**config.mk**
```make
export PLATFORM = sky130hd
export DESIGN_NAME = rchk_top
export DESIGN_NICKNAME = d
export VERILOG_FILES = /design/src/design/rchk_cfg_pkg.sv /design/src/design/rchk_pkt_pkg.sv /design/src/design/rchk_beat_if.sv /design/src/design/rchk_word_if.sv /design/src/design/rchk_rx_capture.sv /design/src/design/rchk_beat_fifo.sv /design/src/design/rchk_lane_demux.sv /design/src/design/rchk_pkt_check.sv /design/src/design/rchk_top.sv
export SDC_FILE = /design/constraint.sdc
export NUM_CORES = 2
export LEC_CHECK = 0
export BUFFER_PORTS_ARGS = -buffer_cell sky130_fd_sc_hd__buf_2
export CAP_MARGIN = 20
export CORE_MARGIN = 2
export CORE_UTILIZATION = 45
export CTS_CLUSTER_DIAMETER = 50
export DETAILED_ROUTE_END_ITERATION = 8
export SLEW_MARGIN = 20
export SYNTH_ARGS = -nofsm -noshare
export SYNTH_HDL_FRONTEND = slang
export SYNTH_SLANG_ARGS = --single-unit
```
**constraint.sdc**
```tcl
create_clock -name clk -period 6.52 [get_ports clk]
set_input_delay 0.326 -clock clk [delete_from_list [all_inputs] [get_ports clk]]
set_output_delay 0.326 -clock clk [all_outputs]
set_load 0.005 [all_outputs]
```
**src/design/rchk_cfg_pkg.sv**
```systemverilog
/* sizing constants for the receive checker
   beat width, lane split and beat fifo depth */
package rchk_cfg_pkg;

	//----------------------------------------------------------------------
	// beat format
	//----------------------------------------------------------------------
	localparam int BEAT_W     = 64;  // data bits per beat
	localparam int LANES      = 2;   // 32-bit lanes per beat
	localparam int LANE_W     = 32;
	localparam int BEAT_CTL_W = 8;   // one control bit per byte

	//----------------------------------------------------------------------
	// beat fifo
	//----------------------------------------------------------------------
	localparam int FIFO_DEPTH = 16;
	localparam int FIFO_CNT_W = 5;   // holds 0 .. FIFO_DEPTH

endpackage

```
**src/design/rchk_pkt_pkg.sv**
```systemverilog
/* packet format definitions for the receive checker
   control characters, crc constants, word types and demux states */
package rchk_pkt_pkg;

	// pcs control characters, valid only with the byte's control bit set
	typedef enum logic [7:0] {
		IDLE  = 8'h07,
		START = 8'hFB,
		TERM  = 8'hFD
	} pcs_char_e;

	//----------------------------------------------------------------------
	// preamble and crc
	//----------------------------------------------------------------------
	localparam logic [7:0] PREAMBLE_BYTE = 8'h55;
	localparam logic [7:0] SFD_BYTE      = 8'hD5;

	localparam logic [31:0] CRC_POLY    = 32'hEDB8_8320;  // reflected form
	localparam logic [31:0] CRC_INIT    = 32'hFFFF_FFFF;
	// register after a good fcs, msb-first bit order
	localparam logic [31:0] CRC_RESIDUE = 32'hC704_DD7B;

	//----------------------------------------------------------------------
	// lane words
	//----------------------------------------------------------------------
	typedef logic [rchk_cfg_pkg::LANE_W-1:0] lane_word_t;
	typedef logic [rchk_cfg_pkg::BEAT_CTL_W/rchk_cfg_pkg::LANES-1:0] lane_ctl_t;

	typedef logic [2:0] bytes_vld_t;  // 1 to 4 bytes in the last word

	// lane walk of the demux
	typedef enum logic [1:0] {
		LANE_HI,  // upper lane of head beat
		LANE_LO,  // lower lane, pops the beat
		DRAIN     // flush a held eop word
	} demux_state_e;

endpackage

```
**src/design/rchk_beat_if.sv**
```systemverilog
/* buffered beat path from capture stage through the beat fifo to the demux */
`timescale 1ns/100ps

interface rchk_beat_if;

	// push side
	logic                                push;
	logic [rchk_cfg_pkg::BEAT_W-1:0]     beat_data;
	logic [rchk_cfg_pkg::BEAT_CTL_W-1:0] beat_ctl;

	// pop side, head beat valid while empty is low
	logic                                pop;
	logic                                empty;
	logic [rchk_cfg_pkg::BEAT_W-1:0]     q_data;
	logic [rchk_cfg_pkg::BEAT_CTL_W-1:0] q_ctl;

	modport capture (
		output push, beat_data, beat_ctl
	);

	modport fifo (
		input  push, beat_data, beat_ctl, pop,
		output empty, q_data, q_ctl
	);

	modport demux (
		input  empty, q_data, q_ctl,
		output pop
	);

endinterface

```
**src/design/rchk_word_if.sv**
```systemverilog
/* packet words from the lane demux to the packet checker, no ready */
`timescale 1ns/100ps

interface rchk_word_if;

	logic                     vld;
	logic                     sop;        // first word after sfd
	logic                     eop;
	rchk_pkt_pkg::lane_word_t data;       // byte lane 3 first on the wire
	rchk_pkt_pkg::bytes_vld_t bytes_vld;  // meaningful with eop

	modport source (
		output vld, sop, eop, data, bytes_vld
	);

	modport sink (
		input vld, sop, eop, data, bytes_vld
	);

endinterface

```
**src/design/rchk_rx_capture.sv**
```systemverilog
/* input register stage, pushes each valid pcs beat into the beat fifo */
`timescale 1ns/100ps

module rchk_rx_capture (
	input  logic                                clk,
	input  logic                                arst_n_i,
	input  logic                                rx_vld_i,
	input  logic [rchk_cfg_pkg::BEAT_W-1:0]     rx_data_i,
	input  logic [rchk_cfg_pkg::BEAT_CTL_W-1:0] rx_ctl_i,
	rchk_beat_if.capture                        beat
);

	logic                                vld_q;
	logic [rchk_cfg_pkg::BEAT_W-1:0]     data_q;
	logic [rchk_cfg_pkg::BEAT_CTL_W-1:0] ctl_q;

	always_ff @(posedge clk or negedge arst_n_i) begin
		if (!arst_n_i) begin
			vld_q <= 1'b0;
		end else begin
			vld_q <= rx_vld_i;
		end
	end

	// beat payload, only loaded with a valid beat
	always_ff @(posedge clk) begin
		if (rx_vld_i) begin
			data_q <= rx_data_i;
			ctl_q  <= rx_ctl_i;
		end
	end

	assign beat.push      = vld_q;
	assign beat.beat_data = data_q;
	assign beat.beat_ctl  = ctl_q;

endmodule

```
**src/design/rchk_beat_fifo.sv**
```systemverilog
/* first-word-fall-through beat fifo, head beat shown while not empty
   a push into a full fifo is dropped */
`timescale 1ns/100ps

module rchk_beat_fifo (
	input  logic      clk,
	input  logic      arst_n_i,
	rchk_beat_if.fifo beat
);

	logic [rchk_cfg_pkg::BEAT_W-1:0]     mem_data [rchk_cfg_pkg::FIFO_DEPTH];
	logic [rchk_cfg_pkg::BEAT_CTL_W-1:0] mem_ctl  [rchk_cfg_pkg::FIFO_DEPTH];

	logic [rchk_cfg_pkg::FIFO_CNT_W-2:0] wr_ptr;  // wraps at FIFO_DEPTH
	logic [rchk_cfg_pkg::FIFO_CNT_W-2:0] rd_ptr;
	logic [rchk_cfg_pkg::FIFO_CNT_W-1:0] cnt;
	logic                                full;
	logic                                wr_en;
	logic                                rd_en;

	assign full  = cnt[rchk_cfg_pkg::FIFO_CNT_W-1];  // count equals depth
	assign wr_en = beat.push & ~full;
	assign rd_en = beat.pop & ~beat.empty;

	//----------------------------------------------------------------------
	// pointers and occupancy
	//----------------------------------------------------------------------
	always_ff @(posedge clk or negedge arst_n_i) begin
		if (!arst_n_i) begin
			wr_ptr <= '0;
			rd_ptr <= '0;
			cnt    <= '0;
		end else begin
			if (wr_en)
				wr_ptr <= wr_ptr + 1'b1;
			if (rd_en)
				rd_ptr <= rd_ptr + 1'b1;
			case ({wr_en, rd_en})
				2'b10:   cnt <= cnt + 1'b1;
				2'b01:   cnt <= cnt - 1'b1;
				default: cnt <= cnt;  // idle or push with pop
			endcase
		end
	end

	// storage
	always_ff @(posedge clk) begin
		if (wr_en) begin
			mem_data[wr_ptr] <= beat.beat_data;
			mem_ctl[wr_ptr]  <= beat.beat_ctl;
		end
	end

	// head beat falls through
	assign beat.empty  = (cnt == '0);
	assign beat.q_data = mem_data[rd_ptr];
	assign beat.q_ctl  = mem_ctl[rd_ptr];

endmodule

```
**src/design/rchk_lane_demux.sv**
```systemverilog
/* walks each head beat lane by lane, finds start, sfd and terminate
   and emits packet words one word late so a lane 3 terminate can close */
`timescale 1ns/100ps

module rchk_lane_demux (
	input  logic        clk,
	input  logic        arst_n_i,
	rchk_beat_if.demux  beat,
	rchk_word_if.source word
);

	rchk_pkt_pkg::demux_state_e state;
	rchk_pkt_pkg::demux_state_e state_nxt;
	rchk_pkt_pkg::lane_word_t   lane_data;
	rchk_pkt_pkg::lane_ctl_t    lane_ctl;
	rchk_pkt_pkg::lane_ctl_t    term_vec;
	rchk_pkt_pkg::bytes_vld_t   eop_bytes;
	rchk_pkt_pkg::lane_word_t   hold_data;
	rchk_pkt_pkg::bytes_vld_t   hold_bytes;

	logic lane_go;
	logic start_det;
	logic term_det;
	logic sfd_det;
	logic sfd_hit;
	logic term_close;  // lane 3 terminate closes the held word
	logic term_new;    // terminate word itself becomes the held eop
	logic data_new;
	logic load_hold;
	logic emit;
	logic in_pkt;
	logic sop_pend;
	logic after_start;
	logic hold_vld;
	logic hold_sop;
	logic hold_eop;

	//----------------------------------------------------------------------
	// lane select and character detection
	//----------------------------------------------------------------------
	assign lane_go  = ~beat.empty & (state != rchk_pkt_pkg::DRAIN);
	assign lane_data = (state == rchk_pkt_pkg::LANE_LO) ?
		beat.q_data[rchk_cfg_pkg::LANE_W-1:0] :
		beat.q_data[rchk_cfg_pkg::BEAT_W-1:rchk_cfg_pkg::LANE_W];
	assign lane_ctl = (state == rchk_pkt_pkg::LANE_LO) ?
		beat.q_ctl[$bits(rchk_pkt_pkg::lane_ctl_t)-1:0] :
		beat.q_ctl[rchk_cfg_pkg::BEAT_CTL_W-1 -: $bits(rchk_pkt_pkg::lane_ctl_t)];

	always_comb begin
		for (int i = 0; i < $bits(rchk_pkt_pkg::lane_ctl_t); i++) begin
			term_vec[i] = lane_ctl[i] & (lane_data[8*i +: 8] == rchk_pkt_pkg::TERM);
		end
		// earliest terminate on the wire wins
		if (term_vec[2])
			eop_bytes = 3'd1;
		else if (term_vec[1])
			eop_bytes = 3'd2;
		else if (term_vec[0])
			eop_bytes = 3'd3;
		else
			eop_bytes = 3'd4;  // lane 3, or no terminate
	end

	assign start_det = lane_ctl[3] & (lane_data[31:24] == rchk_pkt_pkg::START);
	assign term_det  = |term_vec;
	assign sfd_det   = (lane_ctl == '0) & (lane_data == {{3{rchk_pkt_pkg::PREAMBLE_BYTE}},
		rchk_pkt_pkg::SFD_BYTE});
	assign sfd_hit   = lane_go & after_start & sfd_det;

	assign term_close = lane_go & term_det & in_pkt & term_vec[3] & hold_vld;
	assign term_new   = lane_go & term_det & ~term_close;
	assign data_new   = lane_go & in_pkt & ~term_det & ~start_det & (lane_ctl != '1);
	assign load_hold  = term_new | data_new;
	assign emit       = (state == rchk_pkt_pkg::DRAIN) |
		(hold_vld & (term_close | load_hold | (lane_go & start_det)));

	// lower lane pops, an upper lane terminate pops early
	assign beat.pop = lane_go & ((state == rchk_pkt_pkg::LANE_LO) | term_det);

	//----------------------------------------------------------------------
	// lane walk
	//----------------------------------------------------------------------
	always_comb begin
		state_nxt = state;
		case (state)
			rchk_pkt_pkg::LANE_HI: begin
				if (lane_go)
					state_nxt = term_new ? rchk_pkt_pkg::DRAIN :
						(term_det ? rchk_pkt_pkg::LANE_HI : rchk_pkt_pkg::LANE_LO);
			end
			rchk_pkt_pkg::LANE_LO: begin
				if (lane_go)
					state_nxt = term_new ? rchk_pkt_pkg::DRAIN : rchk_pkt_pkg::LANE_HI;
			end
			default: state_nxt = rchk_pkt_pkg::LANE_HI;
		endcase
	end

	always_ff @(posedge clk or negedge arst_n_i) begin
		if (!arst_n_i) begin
			state       <= rchk_pkt_pkg::LANE_HI;
			in_pkt      <= 1'b0;
			sop_pend    <= 1'b0;
			after_start <= 1'b0;
			hold_vld    <= 1'b0;
			hold_sop    <= 1'b0;
			hold_eop    <= 1'b0;
			word.vld    <= 1'b0;
			word.sop    <= 1'b0;
			word.eop    <= 1'b0;
		end else begin
			state <= state_nxt;
			if (lane_go)
				after_start <= start_det;
			if (lane_go & (term_det | start_det))
				in_pkt <= 1'b0;  // start without terminate abandons the packet
			else if (sfd_hit)
				in_pkt <= 1'b1;
			if (sfd_hit)
				sop_pend <= 1'b1;
			else if (load_hold | (lane_go & start_det))
				sop_pend <= 1'b0;
			if (load_hold) begin
				hold_vld <= 1'b1;
				hold_sop <= sop_pend;
				hold_eop <= term_new;
			end else if (emit) begin
				hold_vld <= 1'b0;
			end
			word.vld <= emit;
			word.sop <= emit & hold_sop;
			word.eop <= emit & (hold_eop | term_close);
		end
	end

	// held word and output payload
	always_ff @(posedge clk) begin
		if (load_hold) begin
			hold_data  <= lane_data;
			hold_bytes <= term_new ? eop_bytes : 3'd4;
		end
		if (emit) begin
			word.data      <= hold_data;
			word.bytes_vld <= hold_bytes;
		end
	end

endmodule

```
**src/design/rchk_pkt_check.sv**
```systemverilog
/* tracks open packets, checks the crc32 residue at eop
   and pulses the per-packet statistic events */
`timescale 1ns/100ps

module rchk_pkt_check (
	input  logic      clk,
	input  logic      arst_n_i,
	rchk_word_if.sink word,
	output logic      crc32_ok_o,
	output logic      crc32_err_o,
	output logic      inc_rx_sop_o,
	output logic      inc_rx_eop_o,
	output logic      inc_rx_pkt_o,
	output logic      inc_rx_miss_sop_o,
	output logic      inc_rx_miss_eop_o
);

	logic        pkt_open;
	logic        chk_q;  // eop of a packet with a valid sop
	logic        sop_q;
	logic        eop_q;
	logic        miss_sop_q;
	logic        miss_eop_q;
	logic [31:0] crc_q;
	logic [31:0] crc_rev;

	//----------------------------------------------------------------------
	// crc32, bytes in wire order, each byte lsb first
	//----------------------------------------------------------------------
	function automatic logic [31:0] crc_byte(input logic [31:0] crc_in,
		input logic [7:0] byte_in);
		logic [31:0] crc;
		crc = crc_in ^ {24'd0, byte_in};
		for (int i = 0; i < 8; i++) begin
			crc = crc[0] ? ((crc >> 1) ^ rchk_pkt_pkg::CRC_POLY) : (crc >> 1);
		end
		return crc;
	endfunction

	function automatic logic [31:0] crc_word(input logic [31:0] crc_in,
		input rchk_pkt_pkg::lane_word_t data, input rchk_pkt_pkg::bytes_vld_t nbytes);
		logic [31:0] crc;
		crc = crc_in;
		for (int b = 0; b < 4; b++) begin
			if (b < int'(nbytes))
				crc = crc_byte(crc, data[31-8*b -: 8]);  // byte lane 3 first
		end
		return crc;
	endfunction

	// running crc, only meaningful inside a packet
	always_ff @(posedge clk) begin
		if (word.vld & (word.sop | pkt_open))
			crc_q <= crc_word(word.sop ? rchk_pkt_pkg::CRC_INIT : crc_q, word.data,
				word.bytes_vld);
	end

	// residue constant is msb first, register is reflected
	always_comb begin
		for (int i = 0; i < 32; i++) begin
			crc_rev[i] = crc_q[31-i];
		end
	end

	//----------------------------------------------------------------------
	// packet tracking, stage 1 events and stage 2 pulses
	//----------------------------------------------------------------------
	always_ff @(posedge clk or negedge arst_n_i) begin
		if (!arst_n_i) begin
			pkt_open          <= 1'b0;
			chk_q             <= 1'b0;
			sop_q             <= 1'b0;
			eop_q             <= 1'b0;
			miss_sop_q        <= 1'b0;
			miss_eop_q        <= 1'b0;
			crc32_ok_o        <= 1'b0;
			crc32_err_o       <= 1'b0;
			inc_rx_sop_o      <= 1'b0;
			inc_rx_eop_o      <= 1'b0;
			inc_rx_pkt_o      <= 1'b0;
			inc_rx_miss_sop_o <= 1'b0;
			inc_rx_miss_eop_o <= 1'b0;
		end else begin
			if (word.vld & word.eop)
				pkt_open <= 1'b0;
			else if (word.vld & word.sop)
				pkt_open <= 1'b1;
			chk_q      <= word.vld & word.eop & (word.sop | pkt_open);
			sop_q      <= word.vld & word.sop;
			eop_q      <= word.vld & word.eop;
			miss_sop_q <= word.vld & word.eop & ~word.sop & ~pkt_open;
			miss_eop_q <= word.vld & word.sop & pkt_open;  // old packet dropped, no crc

			crc32_ok_o        <= chk_q & (crc_rev == rchk_pkt_pkg::CRC_RESIDUE);
			crc32_err_o       <= chk_q & (crc_rev != rchk_pkt_pkg::CRC_RESIDUE);
			inc_rx_sop_o      <= sop_q;
			inc_rx_eop_o      <= eop_q;
			inc_rx_pkt_o      <= chk_q;
			inc_rx_miss_sop_o <= miss_sop_q;
			inc_rx_miss_eop_o <= miss_eop_q;
		end
	end

endmodule

```
**src/design/rchk_top.sv**
```systemverilog
/* receive packet checker top, capture -> beat fifo -> lane demux -> crc check */
`timescale 1ns/100ps

module rchk_top (
	input  logic                                clk,
	input  logic                                arst_n_i,
	input  logic                                rx_vld_i,
	input  logic [rchk_cfg_pkg::BEAT_W-1:0]     rx_data_i,
	input  logic [rchk_cfg_pkg::BEAT_CTL_W-1:0] rx_ctl_i,
	output logic                                crc32_ok_o,
	output logic                                crc32_err_o,
	output logic                                inc_rx_sop_o,
	output logic                                inc_rx_eop_o,
	output logic                                inc_rx_pkt_o,
	output logic                                inc_rx_miss_sop_o,
	output logic                                inc_rx_miss_eop_o
);

	rchk_beat_if beat_if ();
	rchk_word_if word_if ();

	rchk_rx_capture rchk_rx_capture_inst (
		.clk       (clk),
		.arst_n_i  (arst_n_i),
		.rx_vld_i  (rx_vld_i),
		.rx_data_i (rx_data_i),
		.rx_ctl_i  (rx_ctl_i),
		.beat      (beat_if.capture)
	);

	rchk_beat_fifo rchk_beat_fifo_inst (
		.clk      (clk),
		.arst_n_i (arst_n_i),
		.beat     (beat_if.fifo)
	);

	rchk_lane_demux rchk_lane_demux_inst (
		.clk      (clk),
		.arst_n_i (arst_n_i),
		.beat     (beat_if.demux),
		.word     (word_if.source)
	);

	rchk_pkt_check rchk_pkt_check_inst (
		.clk               (clk),
		.arst_n_i          (arst_n_i),
		.word              (word_if.sink),
		.crc32_ok_o        (crc32_ok_o),
		.crc32_err_o       (crc32_err_o),
		.inc_rx_sop_o      (inc_rx_sop_o),
		.inc_rx_eop_o      (inc_rx_eop_o),
		.inc_rx_pkt_o      (inc_rx_pkt_o),
		.inc_rx_miss_sop_o (inc_rx_miss_sop_o),
		.inc_rx_miss_eop_o (inc_rx_miss_eop_o)
	);

endmodule

```
==> run metrics <==
CP max stage cell edfxtp_1; RR Startpoint rchk_pkt_check_inst.crc_q[2]; combinational share of power 35.2%; post-CTS sizing 0; hold_sp rx_vld_i; register area share after synthesis between 70% and 80%; worst-path fanout max 7; Leakage roughly 22 nW; Critical Path RT 6970 ps; sw frac 32.0%; Total GRT Usage between 20% and 30%; crit-path leading delay family XOR/XNOR gates; Reg power frac approximately 37%; RR Endpoint rchk_pkt_check_inst.crc_q[18]; worst path bufs/invs 1; crit end category flip-flop; Port Buffers about 80; Fin. Hold Viols 0; Reg2Reg Setup Slack between 600 and 700 ps; MaxCap Viol Count 0; Sw Pwr 0.00966 W; largest cells by area after synthesis edfxtp_1 70%, mux4_2 14%, xnor2_1 2.2%; filler instances 9776; Crit path depth 16; worst setup margin roughly 680 ps; final worst path period need slightly below 6000 ps; Hold/Removal Path Class in -> reg; most used standard cell by instance count after synthesis edfxtp_1; drt drc 0; Root Driver clkbuf_16; hpwl dp 81700 um; largest net degree at the start of global routing 74; f_max ~0.17 GHz; CTS buffer count around 150; clock sinks around 1400; clock group share of total power 28.1%; Internal Power just over 0.02 W; post-synth top area share between 60 and 70%; Iteration-0 DRC Markers a little under 3000; Post-synth top flop edfxtp_1; area grow syn2layout 15.2%; htree depth 4; # setup viols final 0; Critical Path Source Type flip-flop; Final ANT Viol Nets 0; CTS tree done; dpl cells 4545; via count between 20000 and 30000; worst rel slew slack 28.5%; leading area contributor after synthesis edfxtp_1; overall power 0.0302 W; WL/cell 29.3 um; type of the worst setup path reg -> reg; Longest Clk Path Bufs 3; worst path cell trace xor3_1 -> or3_1 -> a211o_1 -> a31oi_4 -> xnor3_1 -> xor2_1 -> o21ai_1 -> and3_1 -> xnor2_2 -> o21ai_0 -> and4bb_1 -> buf_4 -> xnor2_2 -> xor2_1 -> xnor2_1 -> mux2i_1; PwrDens 460 nW/um^2; final period utilization between 80% and 90%; synthesis warning total 0; hold depth 1; Mapped Cells 2883; crit path DAT 6290 ps; Die X 360 um; clock-pin slew on the worst setup and hold paths ~50 ps; status complete, no violations; fin. max-slew vios 0; Site Rows 130; syn_area_per_cell approximately 20 sq um; nets between 3000 and 4000; drt first pass iters 5; total grt overflow 0; initial antenna violation count 2; Synth cell types 91; die height 360 um; register bit total from synthesis about 1400; Worst setup startpoint rchk_pkt_check_inst.crc_q[2]; Via density 5.89; Max VDD drop 0.300 mV; RSZ-0062 raised after global routing no; worst-margin pin slew 1070 ps; crit-path max cell delay 560 ps; first-pass GRT wire length about 210000 um; Reg2Reg Depth 16; clk_skew approximately 48 ps; core area between 100000 and 150000 sq um; Die ar. roughly 130000 sq um; pre-CTS setup slack about 750 ps; IO Pins a little over 80; synth cell count leaders 1326 x edfxtp_1, 360 x mux4_2, 144 x xnor2_1, 140 x nand2_1, 119 x nor2_1; syn nets between 2000 and 3000; share of layout cells above drive strength 1 about 25%; synthesized area approximately 57000 sq um; CTS Hold Bufs 73; total wire length approximately 140000 um; fin cells just under 5000; last element of the critical path rchk_pkt_check_inst.crc_q[18]; Post-CTS Setup Inserts 0; setup_tns 0 ps; Starting Density between 40% and 50%; FFs w/ async S/R, synth between 2 and 3%; vias in the first global route between 20000 and 30000; number of flops mapped to enable cells by yosys 1326; GP Congestion between 0.9 and 1; final hold slack around 110 ps; Worst-Skew Late Latency between 700 and 800 ps
## logic make-up (layout without fill, tap and decap cells)
group | count (synthesis) | count (layout) | share of synthesized area, %
simple gates | 441 | 441 | 3.77
buf+inv | 179 | 544 | 1.33
mux | 406 | 406 | 15.1
fa+ha+maj | 11 | 11 | 0.250
compound gates | 206 | 206 | 2.36
xor+xnor | 276 | 276 | 5.71
other cells | 0 | 1 | 0
flops | 1364 | 1364 | 71.5
## power by group through the flow
stage	Clock, W	Sequential, W	Combinational [W]
after CTS	0.00862	0.0111	0.0107
after global placement	0	0.0112	0.0106
after global routing	0.00897	0.0112	0.0114
after floorplan	0	0.0109	0.00772
final	0.00847	0.0111	0.0106
after detailed placement	0	0.0113	0.0107
## cell usage in the layout, fill, tap and decap left out, types with 10 or more instances in the layout
| cell | count |
|---|---|
| buf_12 | 26 |
| edfxtp_1 | 1326 |
| nor2_4 | 13 |
| mux2i_1 | 36 |
| a31oi_1 | 10 |
| inv_6 | 10 |
| o21ai_0 | 46 |
| xnor2_1 | 144 |
| inv_1 | 22 |
| and2_1 | 12 |
| a21oi_1 | 58 |
| clkinv_1 | 20 |
| clkinv_2 | 29 |
| mux4_2 | 360 |
| nand4_1 | 19 |
| nand2_1 | 140 |
| nor2_1 | 106 |
| clkbuf_1 | 35 |
| buf_4 | 64 |
| nor3_1 | 36 |
| xnor3_1 | 33 |
| or3_1 | 17 |
| xor2_1 | 69 |
| dfrtp_1 | 33 |
| buf_2 | 79 |
| a211oi_1 | 10 |
| nor4_1 | 12 |
| nand3_1 | 21 |
| dlygate4sd3_1 | 73 |
| clkbuf_16 | 155 |
| o21a_1 | 11 |
| bufinv_16 | 14 |
| nand4b_1 | 10 |
| xor3_1 | 11 |
## state kept, by name (all words and copies together) (netlist names), 2 cells and up
signal                               cells
rchk_lane_demux_inst.hold_bytes          3
rchk_beat_fifo_inst.rd_ptr               4
rchk_beat_fifo_inst.mem_data          1024
rchk_lane_demux_inst.word.data          32
rchk_beat_fifo_inst.mem_ctl            128
rchk_lane_demux_inst.word.bytes_vld      3
rchk_rx_capture_inst.beat.beat_data     64
rchk_beat_fifo_inst.wr_ptr               4
rchk_beat_fifo_inst.cnt                  5
rchk_lane_demux_inst.state               2
rchk_rx_capture_inst.beat.beat_ctl       8
rchk_pkt_check_inst.crc_q               32
rchk_lane_demux_inst.hold_data          32
## cell type report
| class | count | area (sq um) | share of cell area (%) |
|---|---|---|---|
| clock buffer | 190 | 4010 | 6.11 |
| timing repair buffer | 242 | 2130 | 3.24 |
| inverter | 22 | 82.6 | 0.126 |
| clock inverter | 90 | 973 | 1.48 |
| multi-input combinational | 1340 | 15600 | 23.8 |
| sequential | 1364 | 40800 | 62.1 |
| antenna | 1 | 2.50 | 0.00381 |
| tap | 1650 | 2060 | 3.14 |
## worst min-delay path by stage
stage / slack (ps) / endpoint
6_report: 110 / rchk_rx_capture_inst.beat.push
5_1_grt: 80 / rchk_rx_capture_inst.beat.push
4_1_cts: 80 / rchk_rx_capture_inst.beat.push
3_5_place_dp: 330 / rchk_pkt_check_inst.inc_rx_miss_sop_o
3_3_place_gp: 330 / rchk_pkt_check_inst.inc_rx_miss_sop_o
2_1_floorplan: 30 / rchk_beat_fifo_inst.cnt[0]
## metrics by stage
stage	utilization (%)	cell area, sq um
2_1_floorplan	-	57000
3_3_place_gp	47.7	59900
3_5_place_dp	47.7	59900
4_1_cts	52.2	65700
5_1_grt	52.2	65700
6_report	52.2	65700
## layer usage
metal / routed length [um] / global-route usage [%] / share of wire [%] / vias up
met2: 70600 / 36.6 / 49 / 1040
met3: 8410 / 3.68 / 5.9 / 207
li1: - / - / - / 12200
met5: 28 / 0 / 0.020 / -
met1: 60900 / 31.1 / 43 / 15385
met4: 3330 / 6.24 / 2.3 / 4
(Power assumes the default switching activity.)
